File: config.mk
export PLATFORM = sky130hd
export DESIGN_NAME = l2_cache_control_flat
export DESIGN_NICKNAME = d
export VERILOG_FILES = /design/src/hw/l2_cache_pkg.sv /design/src/hw/cache_ctrl_if.sv /design/src/hw/l2_cache_control.sv /design/src/flat_wrapper.sv
export SDC_FILE = /design/constraint.sdc
export NUM_CORES = 1
export LEC_CHECK = 0
export BUFFER_PORTS_ARGS = -buffer_cell sky130_fd_sc_hd__buf_4
export CAP_MARGIN = 10
export CORE_AREA = 2 2 39 41
export CTS_BUF_LIST = sky130_fd_sc_hd__clkbuf_16
export DETAILED_ROUTE_END_ITERATION = 10
export DIE_AREA = 0 0 41 43
export SYNTH_ARGS = -nofsm -noshare
export SYNTH_HDL_FRONTEND = slang
export SYNTH_SLANG_ARGS = --single-unit
File: constraint.sdc
create_clock -name clk -period 2.45 [get_ports clk]
set_clock_uncertainty 0.15 [all_clocks]
set_input_delay 0.49 -clock clk [delete_from_list [all_inputs] [get_ports clk]]
set_output_delay 0.49 -clock clk [all_outputs]
set_load 0.03 [all_outputs]
File: src/hw/l2_cache_pkg.sv
package l2_cache_pkg;

    // line geometry.
    localparam int s_offset   = 5;
    localparam int s_index    = 3;
    localparam int s_tag      = 32 - s_offset - s_index;
    localparam int num_ways   = 4;
    localparam int num_sets   = 2 ** s_index;
    localparam int line_width = 8 * (2 ** s_offset);

    // tree plru, one per set.
    // bit 0 picks the pair, bit 1 picks within ways 0-1, bit 2 within ways 2-3.
    // every bit points at the less recently used side.
    typedef logic [2:0] lru_t;

    typedef logic [1:0] way_t;

    // source of a data array write.
    typedef enum logic {
        datamux_wdata,
        datamux_pmem
    } datamux_sel_t;

    // memory address source.
    typedef enum logic {
        pmemaddr_req,
        pmemaddr_victim
    } pmemaddr_sel_t;

    typedef enum logic [2:0] {
        st_idle,
        st_lookup,
        st_evict,
        st_refill,
        st_respond,
        st_writeback
    } cache_state_t;

endpackage
File: src/hw/cache_ctrl_if.sv
interface cache_ctrl_if;

    // control to datapath.
    logic [l2_cache_pkg::num_ways-1:0] way_load;
    logic                              valid_in;
    logic                              dirty_in;
    logic                              dirty_load;
    logic                              lru_load;
    l2_cache_pkg::datamux_sel_t        data_sel;
    l2_cache_pkg::pmemaddr_sel_t       addr_sel;

    // datapath to control.
    logic                              hit;
    l2_cache_pkg::way_t                hit_way;
    l2_cache_pkg::way_t                victim_way;
    logic                              victim_dirty;

    modport ctrl (
        output way_load, valid_in, dirty_in, dirty_load, lru_load, data_sel, addr_sel,
        input  hit, hit_way, victim_way, victim_dirty
    );

    modport dp (
        input  way_load, valid_in, dirty_in, dirty_load, lru_load, data_sel, addr_sel,
        output hit, hit_way, victim_way, victim_dirty
    );

endinterface

File: src/hw/l2_cache_control.sv
module l2_cache_control (
    input  logic       clk,
    input  logic       arst_n_i,
    input  logic       mem_read_i,
    input  logic       mem_write_i,
    output logic       mem_resp_o,
    output logic       pmem_read_o,
    output logic       pmem_write_o,
    input  logic       pmem_resp_i,
    cache_ctrl_if.ctrl ctrl,
    input  logic       ewb_hit_i,
    input  logic       ewb_empty_i,
    output logic       ewb_load_o,
    output logic       ewb_yumi_o,
    output logic       wb_sel_o
);

    l2_cache_pkg::cache_state_t state_q;
    l2_cache_pkg::cache_state_t state_d;

    always_ff @(posedge clk or negedge arst_n_i) begin
        if (!arst_n_i) begin
            state_q <= l2_cache_pkg::st_idle;
        end else begin
            state_q <= state_d;
        end
    end

    always_comb begin
        state_d           = state_q;
        mem_resp_o        = 1'b0;
        pmem_read_o       = 1'b0;
        pmem_write_o      = 1'b0;
        ewb_load_o        = 1'b0;
        ewb_yumi_o        = 1'b0;
        wb_sel_o          = 1'b0;
        ctrl.way_load     = '0;
        ctrl.valid_in     = 1'b0;
        ctrl.dirty_in     = 1'b0;
        ctrl.dirty_load   = 1'b0;
        ctrl.lru_load     = 1'b0;
        ctrl.data_sel     = l2_cache_pkg::datamux_wdata;
        ctrl.addr_sel     = l2_cache_pkg::pmemaddr_req;

        case (state_q)
            l2_cache_pkg::st_idle: begin
                // upstream first, buffered write-back only when quiet.
                if (mem_read_i || mem_write_i) begin
                    state_d = l2_cache_pkg::st_lookup;
                end else if (!ewb_empty_i) begin
                    state_d = l2_cache_pkg::st_writeback;
                end
            end

            l2_cache_pkg::st_lookup: begin
                if (ctrl.hit) begin
                    ctrl.lru_load = 1'b1;
                    if (mem_write_i) begin
                        ctrl.way_load[ctrl.hit_way] = 1'b1;
                        ctrl.valid_in   = 1'b1;
                        ctrl.dirty_in   = 1'b1;
                        ctrl.dirty_load = 1'b1;
                    end
                    state_d = l2_cache_pkg::st_respond;
                end else if (mem_read_i && ewb_hit_i) begin
                    state_d = l2_cache_pkg::st_respond; // served from the buffer.
                end else begin
                    // a write to the buffered line also lands here and drains it first.
                    state_d = l2_cache_pkg::st_evict;
                end
            end

            l2_cache_pkg::st_evict: begin
                ctrl.addr_sel = l2_cache_pkg::pmemaddr_victim;
                if (!ewb_empty_i) begin
                    wb_sel_o     = 1'b1;
                    pmem_write_o = 1'b1;
                    ewb_yumi_o   = pmem_resp_i;
                end else begin
                    ewb_load_o = ctrl.victim_dirty;
                    state_d    = l2_cache_pkg::st_refill;
                end
            end

            l2_cache_pkg::st_refill: begin
                pmem_read_o = 1'b1;
                if (pmem_resp_i) begin
                    ctrl.way_load[ctrl.victim_way] = 1'b1;
                    ctrl.data_sel   = l2_cache_pkg::datamux_pmem;
                    ctrl.valid_in   = 1'b1;
                    ctrl.dirty_load = 1'b1; // clean fill.
                    state_d = l2_cache_pkg::st_lookup;
                end
            end

            l2_cache_pkg::st_respond: begin
                mem_resp_o = 1'b1;
                state_d    = l2_cache_pkg::st_idle;
            end

            l2_cache_pkg::st_writeback: begin
                wb_sel_o     = 1'b1;
                pmem_write_o = 1'b1;
                if (pmem_resp_i) begin
                    ewb_yumi_o = 1'b1;
                    state_d    = l2_cache_pkg::st_idle;
                end
            end

            default: begin
                state_d = l2_cache_pkg::st_idle;
            end
        endcase
    end

endmodule

File: src/flat_wrapper.sv
// flat-port wrapper written by rule: the top's interface ports become plain ports
module l2_cache_control_flat 
  (clk, arst_n_i, mem_read_i, mem_write_i, mem_resp_o, pmem_read_o, pmem_write_o, pmem_resp_i, ewb_hit_i, ewb_empty_i, ewb_load_o, ewb_yumi_o, wb_sel_o, ctrl_way_load, ctrl_valid_in, ctrl_dirty_in, ctrl_dirty_load, ctrl_lru_load, ctrl_data_sel, ctrl_addr_sel, ctrl_hit, ctrl_hit_way, ctrl_victim_way, ctrl_victim_dirty);
  cache_ctrl_if ctrl_i ();
  input  logic clk;
  input  logic arst_n_i;
  input  logic mem_read_i;
  input  logic mem_write_i;
  output logic mem_resp_o;
  output logic pmem_read_o;
  output logic pmem_write_o;
  input  logic pmem_resp_i;
  input  logic ewb_hit_i;
  input  logic ewb_empty_i;
  output logic ewb_load_o;
  output logic ewb_yumi_o;
  output logic wb_sel_o;
  output wire logic [$bits(ctrl_i.way_load)-1:0] ctrl_way_load;
  output wire logic [$bits(ctrl_i.valid_in)-1:0] ctrl_valid_in;
  output wire logic [$bits(ctrl_i.dirty_in)-1:0] ctrl_dirty_in;
  output wire logic [$bits(ctrl_i.dirty_load)-1:0] ctrl_dirty_load;
  output wire logic [$bits(ctrl_i.lru_load)-1:0] ctrl_lru_load;
  output wire logic [$bits(ctrl_i.data_sel)-1:0] ctrl_data_sel;
  output wire logic [$bits(ctrl_i.addr_sel)-1:0] ctrl_addr_sel;
  input wire logic [$bits(ctrl_i.hit)-1:0] ctrl_hit;
  input wire logic [$bits(ctrl_i.hit_way)-1:0] ctrl_hit_way;
  input wire logic [$bits(ctrl_i.victim_way)-1:0] ctrl_victim_way;
  input wire logic [$bits(ctrl_i.victim_dirty)-1:0] ctrl_victim_dirty;
  assign ctrl_way_load = ctrl_i.way_load;
  assign ctrl_valid_in = ctrl_i.valid_in;
  assign ctrl_dirty_in = ctrl_i.dirty_in;
  assign ctrl_dirty_load = ctrl_i.dirty_load;
  assign ctrl_lru_load = ctrl_i.lru_load;
  assign ctrl_data_sel = ctrl_i.data_sel;
  assign ctrl_addr_sel = ctrl_i.addr_sel;
  assign ctrl_i.hit = ctrl_hit;
  assign ctrl_i.hit_way = ctrl_hit_way;
  assign ctrl_i.victim_way = ctrl_victim_way;
  assign ctrl_i.victim_dirty = ctrl_victim_dirty;
  l2_cache_control u_core (.clk(clk), .arst_n_i(arst_n_i), .mem_read_i(mem_read_i), .mem_write_i(mem_write_i), .mem_resp_o(mem_resp_o), .pmem_read_o(pmem_read_o), .pmem_write_o(pmem_write_o), .pmem_resp_i(pmem_resp_i), .ctrl(ctrl_i), .ewb_hit_i(ewb_hit_i), .ewb_empty_i(ewb_empty_i), .ewb_load_o(ewb_load_o), .ewb_yumi_o(ewb_yumi_o), .wb_sel_o(wb_sel_o));
endmodule
# Yosys cells after proc, flatten, opt, wreduce, memory -nomap -nowiden
# Index checks and enable logic that the tools add are counted.
dict set report word_totals {
  regBits 3
  latch_bits 0
  ram_bits 0
  romBits 0
  output_inout_bits 16
  elab_cells 53
  n_memories 0
}
dict set report op_classes {
  n_addsub 0
  n_mul 0
  n_div 0
  order_cmp 4
  n_eq_ne 9
  shifts 0
  n_mux 33
  bitwise_logic 0
  reduce_logical 6
}
# operator n
set ops {}
lappend ops {{3-bit 2-to-1 mux} 7}
lappend ops {{1-bit 2-to-1 mux} 16}
lappend ops {{3-bit one-hot mux with 5 select lines} 1}
lappend ops {{4-bit 2-to-1 mux} 3}
lappend ops {{4-bit one-hot mux with 2 select lines} 1}
lappend ops {{3-bit by 2-bit equality test with 1-bit output (second input constant)} 2}
lappend ops {{3-bit equality test (second input constant)} 2}
lappend ops {{2-bit by 3-bit < comparator with 1-bit output (second input constant)} 2}
lappend ops {{2-bit != test (second input constant)} 3}
lappend ops {{1-bit one-hot mux with 2 select lines} 3}
lappend ops {{1-bit demux with 2-bit select} 2}
lappend ops {{2-bit by 1-bit greater-or-equal comparator with 1-bit output (second input constant)} 2}
lappend ops {{4-bit AND reduction} 1}
lappend ops {{3-bit by 1-bit equality test with 1-bit output (second input constant)} 1}
lappend ops {{1-bit logical AND} 3}
lappend ops {{3-bit logical NOT} 1}
lappend ops {{3-bit by 2-bit != test with 1-bit output (second input constant)} 1}
lappend ops {{1-bit logical OR} 1}

# Logic depth before layout (Yosys ltp)
# Gate-level depths: netlist (run 1).
dict set report depth {
  word_depth 7
  ltp_mapped 5
  ltp_nobuf 4
}

# Least setup slack after synthesis (run 1)
# No wires, ideal clock.
dict set report synth_timing {
  kind {reg-to-output}
  startpoint {reg u_core.state_q[0]}
  endpoint {out ewb_yumi_o}
  t_arrival_ps 1775
  t_required_ps 1810
  path_slack_ps 35
  path_stages_with_launch 5
  path_buffers 1
  path_cell_list {dfrtp_1 -> buf_4 -> nor3b_2 -> a22o_1 -> and2_1}
}
dict set report synth_between {
  elab_chain_cells 2
}
# item line
set synth_lines {}
lappend synth_lines {{start, declared} l2_cache_control.sv:18} ;# l2_cache_pkg::cache_state_t state_q;
lappend synth_lines {{start signal, assigned} l2_cache_control.sv:23} ;# state_q <= l2_cache_pkg::st_idle;
lappend synth_lines {{start signal, assigned} l2_cache_control.sv:25} ;# state_q <= state_d;
lappend synth_lines {{3-bit equality test / 3-bit by 2-bit equality test with 1-bit output (equally long branches)} l2_cache_control.sv:45} ;# case (state_q)
lappend synth_lines {{1-bit one-hot mux with 2 select lines (*)} l2_cache_control.sv:45}
lappend synth_lines {{end, declared} flat_wrapper.sv:16} ;# output logic ewb_yumi_o;
# Every way passes the cells marked *; elsewhere a longest branch is shown, timed or not.

# Worst setup path in the final report (run 1)
dict set report layout_timing {
  startpoint {reg u_core.state_q[2]}
  endpoint {out ctrl_way_load[0]}
}
dict set report layout_between {
  elab_chain_cells 2
}
# item line
set layout_lines {}
lappend layout_lines {{3-bit by 2-bit equality test with 1-bit output / 3-bit by 1-bit equality test with 1-bit output (equally long branches)} l2_cache_control.sv:45}
lappend layout_lines {{4-bit one-hot mux with 2 select lines (*)} l2_cache_control.sv:45}
lappend layout_lines {{end, declared} flat_wrapper.sv:18} ;# output wire logic [$bits(ctrl_i.way_load)-1:0] ctrl_way_load;
# Marks and branches as above.

==> flow_metrics.py, run 1 <==
metrics = {
    "critical_path": {
        "cp_data_required_time_ns": 1.81,
        "endpoint": "ctrl_way_load[0]",
        "startpoint_type": "flip-flop",
        "crit_start": "u_core.state_q[2]",
        "r2r_end": "u_core.state_q[0]",
        "critPathKind": "flip-flop to primary output",
        "critPathArrivalTime_ns": 1.61,
        "rrSetupSlack_ns": 1.21,
        "reg2reg_from": "u_core.state_q[0]",
        "end_kind": "primary output",
        "r2r_cells": 3,
        "path_max_fanout": 10,
    },
    "cts": {
        "ctsHoldBuffers": 1,
        "postCtsSetupBuffers": 0,
        "clock_path_buffers": 2,
        "cts_tree": "built",
        "cts_resized": 0,
        "clk_pin_slew_worst_paths_ns": 0.03,
        "cts_buffers": 3,
        "htreeDepth": 1,
        "insertion_delay_ns": 0.23,
        "cts.sinks": 3,
        "root_buffer": "clkbuf_16",
    },
    "final_layout": {
        "final_layout_size_suffix_gt1_share_pct": 49.3,
        "final_common_cell": "buf_4",
        "largestRegisters": "u_core.state_q: 3 flops",
        "finalInstanceArea_sq_um": 639,
        "largest_register_ff_count": 3,
        "mostFrequentLayoutCells": "buf_4, inv_1",
        "diodes": 0,
        "top_register": "u_core.state_q",
        "nNetsFinal": 87,
        "area_growth_syn_to_layout_pct": 75.0,
    },
    "die": {
        "io_pins": 29,
        "die_y_um": 43,
        "coreArea_sq_mm": 0.00138,
        "start_util_pct": 26.4,
        "num_rows": 14,
        "die_w_um": 41,
        "dieArea_sq_mm": 0.00176,
    },
    "timing": {
        "slew_viol_final": 0,
        "rsz0062_at_grt": "no",
        "fmax_mhz": 444,
        "hold_violations": 0,
        "finalCriticalPeriod_ns": 2.25,
        "slew_headroom_pct": 78.9,
        "fin_crit_sh_pct": 91.9,
        "worst_slew_pin_slew_ns": 0.317,
        "setup_tns_ns": 0,
        "setup_viol": 0,
    },
    "detailed_routing": {
        "drc": 0,
        "drt_iter0_markers": 6,
        "wl_per_cell_um": 11.4,
        "vias": 436,
        "ant_nets": 0,
        "via_per_inst": 4.90,
        "wirelength_mm": 1.02,
        "dr.pass1.iters": 2,
    },
    "synthesis": {
        "synth.distinct_cells": 29,
        "syn_nets": 58,
        "synth_edf_count": 0,
        "syn_inst": 45,
        "yosys_warnings": 0,
        "synth.cell_area_sq_um": 365,
        "yosysSeqAreaShare_pct": 20.5,
        "synth-main-ff-cell": "dfrtp_1",
        "avgSynthCellArea_sq_um": 8.12,
        "async_reset_ff_share_pct": 100,
        "ys_seq_elements": 3,
    },
    "placement": {
        "portBuffers": 28,
        "gp_congestion": 0.698,
        "hpwl_um": 760,
        "post_dp_cell_area_sq_um": 551,
    },
    "global_routing": {
        "grt_pass1_wl_mm": 1.70,
        "grtUsageTotal_pct": 14.6,
        "antenna_found_initial": 0,
        "grt_pass1_vias": 396,
        "grt_remaining_overflow": 0,
        "grt_max_degree": 12,
    },
    "power": {
        "leakagePower_nw": 0.338,
        "power_density_mw_per_mm2": 1190,
        "irDropWorstVdd_v": 0.000531,
    },
    "flow_run": {
        "maxCapViolCount": 0,
    },
    "worst_hold_path": {
        "min_path_type": "primary input to async pin",
    },
    "run_status": {
        "status": "complete, no violations",
    },
}
cell families (layout without fill, tap and decap cells):
logic type             count (synthesis)  count (layout)  share of synthesized area, %
flip-flops                             3               3                          20.5
buffers and inverters                  9              37                          16.4
AO/OA/AOI/OAI                         12              12                          26.4
AND/OR/NAND/NOR                       21              21                          36.6
worst max-delay path: stages (launching register included):
cell,delay (ns)
dfrtp_1,0.46
nand4b_1,0.29
or3_1,0.37
o31ai_2,0.07
buf_4,0.19
cell usage after synthesis, types with 2 or more instances:
master	n	area [sq um]
buf_4	3	22.5
buf_6	2	22.5
dfrtp_1	3	75.1
inv_1	4	15.0
nand2_1	3	11.3
nand3_1	2	10.0
nor2_1	3	11.3
nor3b_1	2	15.0
o21ai_0	3	15.0
power breakdown:
part / internal [mW] / switching [mW]
clock network: 0.211 / 0.0484
registers: 0.0737 / 0.0584
logic: 0.160 / 0.210
area by class of cell:
class	count	area, sq um
fill	149	744
multi-input combinational	33	230
timing repair buffer	29	220
sequential	3	75.1
clock buffer	3	75.1
tap	16	20.0
inverter	4	15.0
clock inverter	1	3.75
metal layers:
layer	global-route usage [%]	up-vias	share of wire (%)
li1	-	217	-
met1	19.1	200	43
met2	19.4	17	48
met3	4.71	2	6.8
met4	10.0	0	1.9
met5	0	-	0
metrics by stage:
| step | setup WS [ns] | instances | hold WS [ns] | total power [mW] | utilization, % |
|---|---|---|---|---|---|
| finish | 0.198 | 89 | 0.448 | 0.761 | 46.2 |
| global route | 0.0863 | 89 | 0.454 | 0.811 | 46.2 |
| CTS | 0.202 | 89 | 0.451 | 0.767 | 46.2 |
| detailed placement | 0.426 | 84 | 0.129 | 0.505 | 39.8 |
| global placement | 0.459 | 84 | 0.130 | 0.500 | 39.8 |
| floorplan | 0.0349 | 45 | 0.0444 | 0.423 | - |
worst min-delay path by stage:
stage	slack [ns]	startpoint	depth (start not counted)	to
final	0.45	arst_n_i	2	u_core.state_q[2]
after detailed placement	0.13	arst_n_i	1	u_core.state_q[0]
after floorplan	0.04	arst_n_i	0	u_core.state_q[0]
after global routing	0.45	arst_n_i	2	u_core.state_q[2]
after CTS	0.45	arst_n_i	2	u_core.state_q[2]
after global placement	0.13	arst_n_i	1	u_core.state_q[0]
Power figures use the tool's default switching activity.
==> inputs of run 2 (changes only) <==
RECOVER_POWER = 100   (was not set)
==> run 2 against run 1 <==
  * Sequential cell count did not move
  * Register-to-register slack barely moved
  * Cell area fell by 6.5%
  * Power fell by 4.7%
  * Global-route usage did not move
  * Setup slack got worse by 0.015 ns
  * Die area did not move
  * Count of clock-buffer cells in the layout did not move
  * Clock power barely moved
  * Via count rose by 2.3%
  * Critical path type unchanged
  * Critical endpoint is now ctrl_way_load[1]
  * Highest routed layer unchanged
==> flow_metrics.py, run 2 (synthesized netlist as in run 1, its figures left out) <==
metrics = {
    "final_layout": {
        "mostFrequentLayoutCells": "buf_4, clkbuf_1, inv_1, clkbuf_2, nand2_1",
        "final_layout_size_suffix_gt1_share_pct": 37.0,
        "nNetsFinal": 87,
        "num-fill-cells": 165,
        "largestRegisters": "u_core.state_q: 3 flops",
        "final_common_cell": "buf_4",
        "largest_register_ff_count": 3,
        "top_register": "u_core.state_q",
        "area_growth_syn_to_layout_pct": 63.7,
        "diodes": 0,
    },
    "placement": {
        "gp_congestion": 0.698,
        "dpl_worst_slack_ns": 0.426,
        "portBuffers": 28,
        "hpwl_um": 760,
    },
    "global_routing": {
        "grtUsageTotal_pct": 14.6,
        "grt_max_degree": 12,
        "grt_pass1_vias": 396,
        "grt_remaining_overflow": 0,
        "antenna_found_initial": 0,
        "grt_pass1_wl_mm": 1.70,
    },
    "power": {
        "irDropWorstVdd_v": 0.000523,
        "leakagePower_nw": 0.307,
        "power_density_mw_per_mm2": 1210,
    },
    "detailed_routing": {
        "met2_length_um": 492,
        "drt_iter0_markers": 8,
        "dr.pass1.iters": 4,
        "met1_length_um": 420,
        "drc": 0,
        "dr_wl_met3_um": 94,
        "vias": 446,
        "via_per_inst": 5.01,
        "top_layer": "met4",
        "ant_nets": 0,
        "wirelength_mm": 1.03,
        "wl_per_cell_um": 11.5,
    },
    "cts": {
        "cts.sinks": 3,
        "cts_tree": "built",
        "htreeDepth": 1,
        "clk_pin_slew_worst_paths_ns": 0.03,
        "cts_resized": 0,
        "clock_path_buffers": 2,
        "root_buffer": "clkbuf_16",
        "cts_buffers": 3,
        "insertion_delay_ns": 0.23,
    },
    "timing": {
        "slew_headroom_pct": 75.5,
        "fin_crit_sh_pct": 92.5,
        "finalCriticalPeriod_ns": 2.27,
        "setup_ws_ns": 0.183,
        "setup_tns_ns": 0,
        "setup_viol": 0,
        "slew_viol_final": 0,
        "fmax_mhz": 441,
        "hold_violations": 0,
        "rsz0062_at_grt": "no",
        "worst_slew_pin_slew_ns": 0.369,
    },
    "critical_path": {
        "critPathArrivalTime_ns": 1.63,
        "startpoint_type": "flip-flop",
        "slowest_delay_ns": 0.46,
        "end_kind": "primary output",
        "critPathKind": "flip-flop to primary output",
        "crit_start": "u_core.state_q[1]",
        "reg2reg_from": "u_core.state_q[0]",
        "path_cells": "and4bb_1 -> nand2_1 -> o32ai_2 -> buf_4",
        "path_delay_family": "simple AND/OR/NAND/NOR gates",
        "critical-path-slowest-cell": "dfrtp_1",
        "cp_data_required_time_ns": 1.81,
        "path_max_fanout": 10,
        "critPathBufInv": 1,
    },
    "die": {
        "die_w_um": 41,
        "dieArea_sq_mm": 0.00176,
        "die_y_um": 43,
        "start_util_pct": 26.4,
        "io_pins": 29,
        "num_rows": 14,
        "coreArea_sq_mm": 0.00138,
    },
    "worst_hold_path": {
        "min_from": "pmem_resp_i",
        "min_path_type": "primary input to flip-flop",
    },
    "flow_run": {
        "maxCapViolCount": 0,
    },
    "run_status": {
        "status": "complete, no violations",
    },
}
## run 2: worst reg2reg max path, stage by stage (launching register included)
cell and delay, ns:
dfrtp_1 0.51, nor2b_1 0.26, nand3b_1 0.12, o21ai_0 0.10
## run 2: final timing paths
kind	end	slack [ns]	cells after the start
max reg2reg	u_core.state_q[0]	1.22	3
min	u_core.state_q[2]	0.45	3
max	ctrl_way_load[1]	0.18	4
max in group asynchronous	u_core.state_q[0]	1.54	2
min reg2reg	u_core.state_q[1]	0.46	1
min in group asynchronous	u_core.state_q[2]	0.46	2
## run 2: what timing repair did
action | in CTS | in global routing
setup buffers | 0 | 0
endpoints found under the hold margin | 3 | 0
hold buffers | 1 | 0
## run 2: area by class of cell
cell class,count,area [sq um],area share [%]
Inverter,4,15.0,2.51
Clock inverter,1,3.75,0.628
Clock buffer,3,75.1,12.6
Multi-Input combinational cell,33,228,38.1
Tap cell,16,20.0,3.35
Timing Repair Buffer,29,181,30.3
Sequential cell,3,75.1,12.6
## run 2: metal layers
metal | vias up | track usage [%]
met4 | 0 | 10.0
met5 | - | 0
met2 | 21 | 19.4
met3 | 2 | 4.71
li1 | 216 | -
met1 | 207 | 19.1
## run 2: metrics by stage
step                std cells  hold slack (ns)  cell area, sq um  util [%]  total power [mW]
floorplan                  45           0.0444               365         -             0.423
global placement           84            0.130               551      39.8             0.500
CTS                        89            0.451               639      46.2             0.767
global route               89            0.481               598      43.2             0.775
finish                     89            0.448               598      43.2             0.725
detailed placement         84            0.129               551      39.8             0.505
## run 2: where the power goes
| part | total [mW] | internal, mW | switching, mW |
|---|---|---|---|
| Combinational | 0.334 | 0.126 | 0.209 |
| Sequential | 0.131 | 0.0737 | 0.0577 |
| Clock | 0.259 | 0.211 | 0.0486 |
| Total | 0.725 | 0.410 | 0.315 |
