## src/hw/l2_cache_pkg.sv

```systemverilog
package l2_cache_pkg;

    // line geometry.
    localparam int s_offset   = 5;
    localparam int s_index    = 3;
    localparam int s_tag      = 32 - s_offset - s_index;
    localparam int num_ways   = 4;
    localparam int num_sets   = 2 ** s_index;
    localparam int line_width = 8 * (2 ** s_offset);

    // tree plru, one per set.
    // bit 0 picks the pair, bit 1 picks within ways 0-1, bit 2 within ways 2-3.
    // every bit points at the less recently used side.
    typedef logic [2:0] lru_t;

    typedef logic [1:0] way_t;

    // source of a data array write.
    typedef enum logic {
        datamux_wdata,
        datamux_pmem
    } datamux_sel_t;

    // memory address source.
    typedef enum logic {
        pmemaddr_req,
        pmemaddr_victim
    } pmemaddr_sel_t;

    typedef enum logic [2:0] {
        st_idle,
        st_lookup,
        st_evict,
        st_refill,
        st_respond,
        st_writeback
    } cache_state_t;

endpackage
```

## src/hw/ewb.sv

```systemverilog
module ewb (
    input  logic                                clk,
    input  logic                                arst_n_i,
    input  logic [l2_cache_pkg::line_width-1:0] data_i,
    input  logic [31:0]                         addr_i,
    input  logic                                load_i,
    input  logic [l2_cache_pkg::s_tag+l2_cache_pkg::s_index-1:0] tag_i,
    output logic                                hit_o,
    output logic [l2_cache_pkg::line_width-1:0] read_o,
    output logic                                empty_o,
    output logic [l2_cache_pkg::line_width-1:0] data_o,
    output logic [31:0]                         addr_o,
    input  logic                                yumi_i
);

    logic                                valid_q;
    logic [l2_cache_pkg::line_width-1:0] data_q;
    logic [31:0]                         addr_q;

    always_ff @(posedge clk or negedge arst_n_i) begin
        if (!arst_n_i) begin
            valid_q <= 1'b0;
        end else if (load_i) begin
            valid_q <= 1'b1;
        end else if (yumi_i) begin
            valid_q <= 1'b0; // memory took the line.
        end
    end

    always_ff @(posedge clk) begin
        if (load_i) begin
            data_q <= data_i;
            addr_q <= addr_i;
        end
    end

    // line address compare, offset ignored.
    assign hit_o = valid_q && (addr_q[31:l2_cache_pkg::s_offset] == tag_i);

    assign read_o  = data_q; // upstream read path.
    assign data_o  = data_q; // write-back path.
    assign addr_o  = addr_q;
    assign empty_o = ~valid_q;

endmodule

```

## config.mk

```make
export PLATFORM = sky130hd
export DESIGN_NAME = ewb
export DESIGN_NICKNAME = d
export VERILOG_FILES = /design/src/hw/l2_cache_pkg.sv /design/src/hw/ewb.sv
export SDC_FILE = /design/constraint.sdc
export NUM_CORES = 1
export LEC_CHECK = 0
export BUFFER_PORTS_ARGS = -buffer_cell sky130_fd_sc_hd__buf_4
export CAP_MARGIN = 30
export CORE_AREA = 2 2 332 334
export DETAILED_ROUTE_END_ITERATION = 8
export DIE_AREA = 0 0 334 336
export GPL_ROUTABILITY_DRIVEN = 0
export GPL_TIMING_DRIVEN = 0
export PLACE_DENSITY = 0.3
export SETUP_SLACK_MARGIN = 0.1
export SYNTH_ARGS = -nofsm -noshare
export SYNTH_HDL_FRONTEND = slang
export SYNTH_SLANG_ARGS = --single-unit
```

## constraint.sdc

```tcl
create_clock -name clk -period 1.5 [get_ports clk]
set_clock_uncertainty 0.15 [all_clocks]
set_input_delay 0.225 -clock clk [delete_from_list [all_inputs] [get_ports clk]]
set_output_delay 0.225 -clock clk [all_outputs]
set_load 0.02 [all_outputs]
```

# Word level (Yosys, flattened, before mapping)
# Cells that the tools add are included.
# word_totals
word_cells,9
input_bits,319
ff_bits,289
# op_classes
bitwise_logic,1
eq_ne,1
n_mux,2
reduce_logical,2
# op_table
cell,n
$eq A27 B27 Y1,1
$mux W1,2
$reduce_bool A2 Y1,1
$logic_and A1 B1 Y1,1
$not A1 Y1,1

# Longest topological paths before layout
# Gate-level depths: netlist of run 1.
# depth
ltp_word,2
mapped_depth,4
mapped_depth_nobuf,4

# Worst setup path before layout of run 1
# Ideal clock, no wire load.
# synth_timing
path_type,register to output
start,reg addr_q[22] (netlist: addr_o[22])
end,out hit_o
required_time_ns,1.125
arrival_ns,1.453
stages_incl_launch_ff,5
path_slack_ns,-0.328
path_cell_list,edfxtp_1 > xor2_1 > nor4_1 > nand4_1 > nor4_2
# synth_via
elab_chain_cells,2
# synth_rtl
element,line,text
"start, declared",ewb.sv:18,logic [31:0] addr_q;
"start signal, assigned",ewb.sv:33,addr_q <= addr_i;
$eq A27 B27 Y1,ewb.sv:38,assign hit_o = valid_q && (addr_q[31:l2_cache_pkg::s_offset] == tag_i);
$logic_and A1 B1 Y1,ewb.sv:38,
"end, declared",ewb.sv:8,"output logic hit_o,"
# No other way between the ends.

# Worst setup path after layout of run 1
# layout_timing
start,reg addr_q[27] (netlist: addr_o[27])
end,out hit_o
# The elaborated chain is that of the path after synthesis.

==> results of run 1 <==
==> power by group through the flow <==
stage / Combinational, W / Clock [W] / Sequential, W
after floorplan: 0.00154 / 0 / 0.0109
after global placement: 0.00523 / 0 / 0.0104
after detailed placement: 0.00522 / 0 / 0.0103
after CTS: 0.00682 / 0.0103 / 0.0102
after global routing: 0.00745 / 0.0106 / 0.0104
final: 0.00712 / 0.00978 / 0.0103
==> kinds of logic after synthesis <==
group                  after synthesis  synth area share
AO/OA/AOI/OAI                        1          0.000689
XOR/XNOR                            27            0.0217
buffers and inverters              257             0.177
flip-flops                         289             0.795
AND/OR/NAND/NOR                      9           0.00574
==> cell type report <==
class | count | share of cell area
Buffer | 256 | 0.0981
Multi-Input combinational cell | 37 | 0.0128
Tap cell | 1414 | 0.0661
Timing Repair Buffer | 1208 | 0.449
Clock inverter | 22 | 0.0100
Clock buffer | 49 | 0.0394
Antenna cell | 2 | 0.000187
Sequential cell | 289 | 0.324
Inverter | 1 | 0.000140
==> worst max-delay path, delay by kind of cell, from the launching register on <==
kind                      cells  cell delay [ns]
xor gates and xnor gates      1             0.18
buffers and inverters         1             0.17
DFF                           1             0.40
and+or+nand+nor               3             0.81
==> cells in the mapped netlist <==
| cell type | n |
|---|---|
| xor2_1 | 15 |
| xnor2_1 | 12 |
| nor4_1 | 4 |
| dfrtp_1 | 1 |
| nand4_1 | 4 |
| inv_1 | 1 |
| nor4_2 | 1 |
| o21bai_1 | 1 |
| buf_4 | 256 |
| edfxtp_1 | 288 |
==> through the flow <==
stage	area (um^2)	worst slack, ns	instances	total power [W]	setup TNS, ns
6_report	26800	-1.01	3278	0.0272	-49.53
5_1_grt	26800	-1.20	3278	0.0284	-92.06
4_1_cts	25700	-1.21	3250	0.0274	-88.32
3_5_place_dp	19200	-0.981	2863	0.0155	-83.09
3_3_place_gp	19200	-2.42	2861	0.0156	-677.77
2_1_floorplan	10900	-0.253	583	0.0124	-0.253
==> worst paths after layout <==
path	startpoint	endpoint	slack, ns	depth (start not counted)
min in group asynchronous	arst_n_i	valid_q$_DFFE_PN0P_	0.36	3
max reg2reg	valid_q$_DFFE_PN0P_	valid_q$_DFFE_PN0P_	0.70	2
max in group asynchronous	arst_n_i	valid_q$_DFFE_PN0P_	0.73	3
min	load_i	data_o[185]$_DFFE_PP_	0.009	1
max	addr_o[27]$_DFFE_PP_	hit_o	-1.01	5
min reg2reg	valid_q$_DFFE_PN0P_	valid_q$_DFFE_PN0P_	0.41	2
==> state kept, by name, indices dropped and copies added, names as in the netlist <==
register / flops
data_o: 256
addr_o: 32
valid_q: 1
==> layer usage <==
metal  GRT usage  share of wire  vias to the layer above
li1            -              -                     4351
met1      0.0953           0.36                     4574
met2       0.163           0.54                      479
met3      0.0318          0.080                       62
met4      0.0256          0.024                        2
met5           0        0.00022                        -
==> what timing repair did <==
item                                   in CTS  in global routing
pin swaps                                   1                  3
hold buffers                              291                  1
setup buffers                              25                 25
setup endpoints to repair                 546                546
resized for setup                         551                225
endpoints found under the hold margin     361                  5
==> insert_results.sql, run 1 <==
INSERT INTO impl_metrics (metric_group, metric, value, unit) VALUES
('clock_tree', 'clk_transition_reported_paths', '0.06', 'ns'),
('power_and_ir_drop', 'power_report.internal_total', '0.0198', 'W'),
('sta', 'max_clock_freq', '0.399', 'GHz'),
('clock_tree', 'clock_tree_from_tritoncts', 'yes', ''),
('sta', 'hold_ws', '0.00950', 'ns'),
('power_and_ir_drop', 'power_frac_seq', '0.378', ''),
('route', 'drt-pass1-iter-count', '6', ''),
('synth', 'largest_area_contributor_in_the_netlist', 'edfxtp_1', ''),
('status', 'result_of_the_run', 'finished with violations', ''),
('route', 'antenna_left', '0', ''),
('grt', 'first_global_vias', '10500', ''),
('power_and_ir_drop', 'power_switching', '0.00735', 'W'),
('synth', 'synthCells', '583', ''),
('die', 'initial_core_util', '0.101', ''),
('finish', 'area_delta_synth_final', '146', '%'),
('clock_tree', 'cts_inserted_buffers', '39', ''),
('synth', 'post_synth.cell_area_avg', '18.7', 'um^2'),
('power_and_ir_drop', 'vdd.ir_drop.worst', '0.000687', 'V'),
('critical_path', 'max_stage_delay', '0.40', 'ns'),
('route', 'drt_wl_total', '53500', 'um'),
('sta', 'setup_viol', '524', ''),
('sta', 'min_period_over_period', '1.67', ''),
('finish', 'finish.net_count', '2151', ''),
('grt', 'grtUsageTotal', '0.0890', ''),
('route', 'wl_per_cell', '16.3', 'um'),
('finish', 'final_core_util', '0.247', ''),
('finish', 'mostFrequentLayoutCells', '759 x buf_6, 404 x buf_4, 292 x dlygate4sd3_1', ''),
('critical_path', 'cpMostUsedCell', 'nor4_4', ''),
('die', 'dieWidth', '334', 'um'),
('sta', 'rsz0062_at_grt', 'yes', ''),
('route', 'via_count', '9468', ''),
('clock_tree', 'clock_insertion_delay_worst_skew', '0.56', 'ns'),
('synth', 'synth_area', '10900', 'um^2'),
('finish', 'multi_input_area', '343', 'um^2'),
('finish', 'mostFrequentLayoutCell', 'buf_6', ''),
('critical_path', 'cp_slowest_cell', 'edfxtp_1', ''),
('critical_path', 'arrival', '2.13', 'ns'),
('synth', 'post-synth-top-area-fraction', '0.793', ''),
('grt', 'number_of_antenna_violations_at_the_first_check_in_global_routing', '8', ''),
('die', 'floorplan.core_area', '108000', 'um^2'),
('route', 'initialDrtViolationCount', '271', ''),
('critical_path', 'worst_setup_end_kind', 'primary output', ''),
('synth', 'syn_nets', '902', ''),
('route', 'remaining_drc_errors', '0', ''),
('sta', 'fin_crit', '2.51', 'ns'),
('power_and_ir_drop', 'swShare', '0.270', ''),
('placement', 'numPortBuffers', '864', ''),
('status', 'violations', 'setup timing', ''),
('critical_path', 'timing.critical_path.from_type', 'flip-flop', ''),
('power_and_ir_drop', 'total_leakage_power', '11.4', 'nW'),
('clock_tree', 'cts.htree.levels', '2', ''),
('finish', 'drive_above_1_share', '0.662', ''),
('finish', 'register_area', '8670', 'um^2'),
('synth', 'synth.yosys.seq_area_share', '0.795', ''),
('grt', 'grt_first_pass_wirelength', '72200', 'um'),
('grt', 'grt_max_degree', '112', ''),
('sta', 'maxSlewViolCount', '0', ''),
('power_and_ir_drop', 'combinationalPowerShare', '0.262', ''),
('worst_hold_path', 'holdCritPathClass', 'input pin to flip-flop', ''),
('finish', 'filler_cells_inserted', '11400', ''),
('job', 'drv.max_cap_violation_count', '0', ''),
('placement', 'half_perimeter_wire_length_after_placement', '41500', 'um'),
('sta', 'worst_slack', '-1.01', 'ns'),
('synth', 'synth.lib_cells_used.distinct', '10', ''),
('route', 'vias_per_cell', '2.89', ''),
('clock_tree', 'cts_num_sinks', '289', ''),
('critical_path', 'crit_path_cell_trace', 'xor2_1 > nor4_4 > nand4_1 > nor4_4 > buf_6', ''),
('critical_path', 'crit_type', 'flip-flop to primary output', ''),
('synth', 'synth_area_leaders', 'edfxtp_1 79%, buf_4 18%, xor2_1 1.2%', ''),
('sta', 'final_hold_viol_count', '0', ''),
('synth', 'ys_ff_latch', '289', ''),
('grt', 'globalRoute.totalOverflow', '0', ''),
('die', 'die-area', '112000', 'um^2'),
('clock_tree', 'clockBufferDepth', '3', ''),
('critical_path', 'worst-path-max-fanout', '2', ''),
('die', 'placement_rows', '121', ''),
('power_and_ir_drop', 'power.density_cell_area', '1020', 'nW/um^2'),
('die', 'io_pins', '865', ''),
('power_and_ir_drop', 'share_clk_of_total_power', '0.360', ''),
('sta', 'tightest_pin_transition', '0.752', 'ns'),
('critical_path', 'critPathRequiredTime', '1.12', 'ns'),
('die', 'die_height', '336', 'um'),
('sta', 'timing.slew.headroom', '0.499', ''),
('clock_tree', 'clock_tree.root_cell', 'clkbuf_16', ''),
('synth', 'ys_warn_count', '0', '');
No activity file was read; power rests on OpenSTA's default activity.
==> run 2, diff against run 1 <==
Settings changed: CORE_AREA 2 2 332 334 to 2 2 339 341, DIE_AREA 0 0 334 336 to 0 0 341 343, SLEW_MARGIN set to 20.
==> insert_results.sql, run 2 (synthesis results as in run 1) <==
INSERT INTO impl_metrics (metric_group, metric, value, unit) VALUES
('critical_path', 'crit_type', 'flip-flop to primary output', ''),
('sta', 'max_clock_freq', '0.367', 'GHz'),
('clock_tree', 'clk_transition_reported_paths', '0.05', 'ns'),
('finish', 'stdcell_area', '26700', 'um^2'),
('route', 'drt-pass1-iter-count', '4', ''),
('sta', 'timing.slew.headroom', '0.647', ''),
('route', 'wl_per_cell', '15.5', 'um'),
('clock_tree', 'clock_tree.root_cell', 'clkbuf_16', ''),
('critical_path', 'ff2ff_setup_slack', '0.68', 'ns'),
('job', 'drv.max_cap_violation_count', '0', ''),
('sta', 'setup_viol', '522', ''),
('grt', 'first_global_vias', '10200', ''),
('finish', 'drive_above_1_share', '0.659', ''),
('die', 'die_height', '343', 'um'),
('power_and_ir_drop', 'share_clk_of_total_power', '0.350', ''),
('clock_tree', 'cts_inserted_buffers', '41', ''),
('critical_path', 'arrival', '2.35', 'ns'),
('power_and_ir_drop', 'total_leakage_power', '11.3', 'nW'),
('critical_path', 'rr_worst_depth', '2', ''),
('grt', 'grtUsageTotal', '0.0823', ''),
('placement', 'half_perimeter_wire_length_after_placement', '40200', 'um'),
('status', 'result_of_the_run', 'finished with violations', ''),
('clock_tree', 'cts_hold_buf', '291', ''),
('route', 'route.met3.wl', '3940', 'um'),
('sta', 'worst_slack', '-1.23', 'ns'),
('critical_path', 'rr_startpoint', 'valid_q$_DFFE_PN0P_', ''),
('sta', 'fin_crit', '2.73', 'ns'),
('die', 'die-area', '117000', 'um^2'),
('power_and_ir_drop', 'power.density_cell_area', '999', 'nW/um^2'),
('route', 'met2WireLength', '28200', 'um'),
('critical_path', 'worst_setup_end_kind', 'primary output', ''),
('clock_tree', 'clock_insertion_delay_worst_skew', '0.58', 'ns'),
('die', 'initial_core_util', '0.0962', ''),
('route', 'top_layer_reached_by_signal_wires', 'met5', ''),
('critical_path', 'worst-path-max-fanout', '2', ''),
('clock_tree', 'cts_num_sinks', '289', ''),
('grt', 'globalRoute.totalOverflow', '0', ''),
('finish', 'area_delta_synth_final', '145', '%'),
('worst_hold_path', 'hold_depth', '1', ''),
('finish', 'finish.net_count', '2141', ''),
('sta', 'maxSlewViolCount', '0', ''),
('grt', 'number_of_antenna_violations_at_the_first_check_in_global_routing', '5', ''),
('sta', 'tightest_pin_transition', '0.529', 'ns'),
('route', 'initialDrtViolationCount', '216', ''),
('power_and_ir_drop', 'power_switching', '0.00743', 'W'),
('finish', 'mostFrequentLayoutCell', 'buf_6', ''),
('grt', 'grt_first_pass_wirelength', '69500', 'um'),
('power_and_ir_drop', 'vdd.ir_drop.worst', '0.000665', 'V'),
('placement', 'placement.cell_area', '19400', 'um^2'),
('die', 'io_pins', '865', ''),
('sta', 'rsz0062_at_grt', 'yes', ''),
('critical_path', 'timing.critical_path.from_type', 'flip-flop', ''),
('sta', 'final_hold_viol_count', '59', ''),
('die', 'floorplan.core_area', '113000', 'um^2'),
('finish', 'filler_cells_inserted', '12000', ''),
('worst_hold_path', 'holdPathEnd', 'data_o[169]$_DFFE_PP_', ''),
('finish', 'mostFrequentLayoutCells', '754 x buf_6, 403 x buf_4, 291 x dlygate4sd3_1', ''),
('finish', 'flip_flop_count_of_the_largest_register_all_copies_and_words_added', '256', ''),
('route', 'via_count', '9304', ''),
('power_and_ir_drop', 'swShare', '0.278', ''),
('die', 'placement_rows', '124', ''),
('clock_tree', 'clock_tree_from_tritoncts', 'yes', ''),
('power_and_ir_drop', 'power_report.internal_total', '0.0193', 'W'),
('route', 'vias_per_cell', '2.76', ''),
('placement', 'numPortBuffers', '864', ''),
('route', 'antenna_left', '0', ''),
('critical_path', 'worst_r2r_endpoint', 'valid_q$_DFFE_PN0P_', ''),
('route', 'remaining_drc_errors', '0', ''),
('power_and_ir_drop', 'combinationalPowerShare', '0.263', ''),
('die', 'dieWidth', '341', 'um'),
('worst_hold_path', 'holdCritPathClass', 'input pin to flip-flop', ''),
('sta', 'min_period_over_period', '1.82', ''),
('critical_path', 'critPathRequiredTime', '1.12', 'ns'),
('clock_tree', 'cts.htree.levels', '2', ''),
('sta', 'hold_ws', '-0.111', 'ns'),
('route', 'wl_on_met1', '18500', 'um'),
('finish', 'final_core_util', '0.236', ''),
('worst_hold_path', 'min-delay-start', 'load_i', ''),
('power_and_ir_drop', 'power_frac_seq', '0.386', ''),
('clock_tree', 'clockBufferDepth', '3', ''),
('grt', 'grt_max_degree', '86', ''),
('route', 'drt_wl_total', '52200', 'um'),
('status', 'violations', 'hold timing, setup timing', '');
-- run 2: changes by cell type in the layout (fill, tap and decap cells not counted), moves of 3 or more --
cell / before / now
buf_8: 7 / 0
buf_6: 759 / 754
bufinv_16: 6 / 2
clkinv_2: 4 / 8
clkinv_4: 3 / 0
-- run 2: power by group through the flow --
stage	registers (W)	clock network (W)	logic (W)
floorplan	0.0109	0	0.00154
global placement	0.0104	0	0.00518
detailed placement	0.0103	0	0.00518
CTS	0.0103	0.00991	0.00678
global route	0.0104	0.0102	0.00732
finish	0.0103	0.00935	0.00703
-- run 2: per-stage QoR --
| stage | hold WS [ns] | total power [W] | setup slack, ns | cells | TNS [ns] |
|---|---|---|---|---|---|
| floorplan | -0.221 | 0.0124 | -0.253 | 583 | -0.253 |
| detailed placement | -0.145 | 0.0155 | -0.963 | 2963 | -72.86 |
| finish | -0.111 | 0.0267 | -1.23 | 3368 | -52.51 |
| global placement | -0.147 | 0.0156 | -2.46 | 2959 | -692.18 |
| CTS | -0.0890 | 0.0270 | -1.49 | 3350 | -94.06 |
| global route | -0.153 | 0.0279 | -1.42 | 3368 | -97.57 |
-- run 2: metal layers --
metal	up-vias	GRT usage
li1	4328	-
met1	4424	0.0865
met2	482	0.152
met3	68	0.0267
met4	2	0.0304
met5	-	0
-- run 2: final cells by class --
class,instances,area (um^2),share of cell area
buffer,256,2640,0.0986
antenna,2,5.00,0.000187
clock buffer,52,1090,0.0407
timing repair buffer,1196,11900,0.445
sequential,289,8670,0.325
clock inverter,23,174,0.00651
multi-input combinational,37,349,0.0131
tap,1512,1890,0.0708
inverter,1,3.75,0.000140
-- run 2: worst max-delay path by stage --
| stage | startpoint | end | cells past startpoint |
|---|---|---|---|
| after floorplan | addr_o[22]$_DFFE_PP_ | hit_o | 4 |
| after global placement | load_i | addr_o[29]$_DFFE_PP_ | 1 |
| after detailed placement | addr_o[15]$_DFFE_PP_ | hit_o | 6 |
| after CTS | addr_o[25]$_DFFE_PP_ | hit_o | 6 |
| after global routing | addr_o[15]$_DFFE_PP_ | hit_o | 7 |
| final | addr_o[15]$_DFFE_PP_ | hit_o | 7 |
-- run 2: worst max-delay path, cell delays in order, from the launching register on --
cell	delay (ns)
edfxtp_1	0.38
buf_6	0.15
xor2_4	0.18
nor4_4	0.23
buf_4	0.21
nand4_1	0.24
nor4_4	0.23
buf_6	0.17
-- run 2: repair_timing --
item | in CTS | in global routing
setup buffers | 21 | 16
gates cloned | 0 | 0
setup endpoints to repair | 620 | 624
gates resized for setup | 558 | 202
hold endpoints to repair | 349 | 59
pin swaps | 2 | 2
==> run 3, diff against run 2 <==
Settings changed: CORE_AREA 2 2 339 341 to 2 2 337 339, DIE_AREA 0 0 341 343 to 0 0 339 341.
Clock period 1.5 ns to 3.3 ns, I/O delays scaled along.
==> insert_results.sql, run 3 (synthesis results as in run 1) <==
INSERT INTO impl_metrics (metric_group, metric, value, unit) VALUES
('sta', 'final_hold_viol_count', '0', ''),
('finish', 'finish.net_count', '2099', ''),
('clock_tree', 'cts_num_sinks', '289', ''),
('sta', 'rsz0062_at_grt', 'no', ''),
('critical_path', 'arrival', '2.24', 'ns'),
('power_and_ir_drop', 'swShare', '0.279', ''),
('grt', 'grtUsageTotal', '0.0859', ''),
('job', 'drv.max_cap_violation_count', '0', ''),
('clock_tree', 'clock_insertion_delay_worst_skew', '0.56', 'ns'),
('grt', 'grt_first_pass_wirelength', '71400', 'um'),
('route', 'antenna_left', '0', ''),
('sta', 'maxSlewViolCount', '0', ''),
('critical_path', 'max_stage_delay', '0.46', 'ns'),
('grt', 'number_of_antenna_violations_at_the_first_check_in_global_routing', '12', ''),
('clock_tree', 'clock_tree_from_tritoncts', 'yes', ''),
('finish', 'mostFrequentLayoutCell', 'buf_4', ''),
('finish', 'final_core_util', '0.210', ''),
('route', 'drt_wl_total', '52900', 'um'),
('sta', 'setup_viol', '0', ''),
('critical_path', 'crit_type', 'flip-flop to primary output', ''),
('placement', 'numPortBuffers', '864', ''),
('finish', 'finalNonFillerCells', '3311', ''),
('clock_tree', 'clockBufferDepth', '3', ''),
('power_and_ir_drop', 'power_report.internal_total', '0.00818', 'W'),
('power_and_ir_drop', 'power_frac_seq', '0.405', ''),
('placement', 'placement.cell_area', '19400', 'um^2'),
('die', 'placement_rows', '123', ''),
('placement', 'placed_cells_incl_taps', '2950', ''),
('critical_path', 'crit_path_cell_trace', 'xor2_1 > nor4_4 > nand4_1 > nor4_2 > buf_4', ''),
('route', 'remaining_drc_errors', '0', ''),
('critical_path', 'worst-path-max-fanout', '2', ''),
('route', 'wl_per_cell', '16.0', 'um'),
('sta', 'fin_crit', '2.88', 'ns'),
('finish', 'area_delta_synth_final', '116', '%'),
('die', 'initial_core_util', '0.0975', ''),
('clock_tree', 'clk_transition_reported_paths', '0.06', 'ns'),
('critical_path', 'crit_family', 'simple AND/OR/NAND/NOR gates', ''),
('sta', 'max_clock_freq', '0.347', 'GHz'),
('finish', 'filler_cells_inserted', '12100', ''),
('clock_tree', 'clock_tree.root_cell', 'clkbuf_16', ''),
('finish', 'flip_flop_count_of_the_largest_register_all_copies_and_words_added', '256', ''),
('route', 'vias_per_cell', '2.74', ''),
('finish', 'stdcell_area', '23500', 'um^2'),
('finish', 'drive_above_1_share', '0.655', ''),
('power_and_ir_drop', 'share_clk_of_total_power', '0.362', ''),
('critical_path', 'critPathRequiredTime', '2.65', 'ns'),
('route', 'drt-pass1-iter-count', '4', ''),
('finish', 'mostFrequentLayoutCells', '1119 x buf_4, 290 x dlygate4sd3_1, 288 x edfxtp_1', ''),
('sta', 'tightest_pin_transition', '0.564', 'ns'),
('power_and_ir_drop', 'combinationalPowerShare', '0.233', ''),
('critical_path', 'cp_slowest_cell', 'nor4_4', ''),
('die', 'io_pins', '865', ''),
('finish', 'multi_input_area', '328', 'um^2'),
('placement', 'half_perimeter_wire_length_after_placement', '43100', 'um'),
('worst_hold_path', 'holdCritPathClass', 'input pin to async pin', ''),
('clock_tree', 'post_cts_buffers', '0', ''),
('die', 'floorplan.core_area', '112000', 'um^2'),
('power_and_ir_drop', 'power.density_cell_area', '483', 'nW/um^2'),
('grt', 'globalRoute.totalOverflow', '0', ''),
('power_and_ir_drop', 'vdd.ir_drop.worst', '0.000332', 'V'),
('grt', 'first_global_vias', '9834', ''),
('power_and_ir_drop', 'power_switching', '0.00317', 'W'),
('critical_path', 'cp_num_buf_inv', '1', ''),
('critical_path', 'worst_setup_end_kind', 'primary output', ''),
('clock_tree', 'cts_inserted_buffers', '38', ''),
('sta', 'tns', '0', 'ns'),
('die', 'die-area', '116000', 'um^2'),
('power_and_ir_drop', 'total_leakage_power', '10.2', 'nW'),
('die', 'dieWidth', '339', 'um'),
('die', 'die_height', '341', 'um'),
('sta', 'timing.slew.headroom', '0.624', ''),
('clock_tree', 'cts.htree.levels', '2', ''),
('sta', 'hold_ws', '0.148', 'ns'),
('status', 'result_of_the_run', 'finished clean', ''),
('route', 'via_count', '9082', ''),
('grt', 'grt_max_degree', '85', ''),
('critical_path', 'timing.critical_path.from_type', 'flip-flop', ''),
('sta', 'min_period_over_period', '0.874', ''),
('finish', 'register_area', '8670', 'um^2'),
('route', 'initialDrtViolationCount', '260', '');
-- run 3: cell types whose count changed in the layout (fill, tap and decap cells not counted), sizes merged --
| cell | delta |
|---|---|
| inv | -1 |
| clkinvlp | +3 |
| buf | -38 |
| clkbuf | -7 |
| clkinv | -1 |
| dlygate4sd3 | -1 |
-- run 3: final timing paths --
kind / from / endpoint / slack (ns) / depth (start not counted)
min reg2reg: valid_q$_DFFE_PN0P_ / valid_q$_DFFE_PN0P_ / 0.45 / 2
max: addr_o[22]$_DFFE_PP_ / hit_o / 0.42 / 5
max in group asynchronous: arst_n_i / valid_q$_DFFE_PN0P_ / 2.77 / 2
min: arst_n_i / valid_q$_DFFE_PN0P_ / 0.15 / 2
max reg2reg: valid_q$_DFFE_PN0P_ / valid_q$_DFFE_PN0P_ / 2.44 / 2
min in group clk: load_i / data_o[162]$_DFFE_PP_ / 0.22 / 1
-- run 3: repair_timing --
action	CTS	global route
hold endpoints to repair	290	0
endpoints found under the setup margin	1	1
hold buffers	290	0
resized for setup	1	1
pin swaps	0	0
-- run 3: area by class of cell --
class                   instances  area share
repair buffers               1157       0.403
flip-flops and latches        289       0.369
plain buffers                 256      0.0818
well taps                    1500      0.0799
clock buffers                  45      0.0443
multi-input cells              37      0.0139
clock inverters                24     0.00740
diodes                          2    0.000213
inverters                       1    0.000160
-- run 3: worst reg2reg max path, cell delays in order (launching register included) --
cell and delay, ns:
dfrtp_1 0.35, inv_1 0.14, o21bai_1 0.10
-- run 3: power groups by stage --
stage	clock network (W)	logic (W)	registers, W
2_1_floorplan	0	0.000700	0.00496
3_3_place_gp	0	0.00239	0.00471
3_5_place_dp	0	0.00239	0.00468
4_1_cts	0.00434	0.00270	0.00462
5_1_grt	0.00445	0.00278	0.00464
6_report	0.00410	0.00265	0.00460
-- run 3: metrics by stage --
| step | setup WS (ns) | power (W) |
|---|---|---|
| 2_1_floorplan | 1.20 | 0.00566 |
| 3_3_place_gp | -0.956 | 0.00710 |
| 3_5_place_dp | 0.425 | 0.00707 |
| 4_1_cts | 0.152 | 0.0116 |
| 5_1_grt | 0.195 | 0.0119 |
| 6_report | 0.417 | 0.0114 |
-- run 3: layer usage --
layer,part of all wire,global-route usage
met1,0.37,0.0914
met4,0.019,0.0212
met2,0.53,0.158
met5,0.00064,0
met3,0.085,0.0338
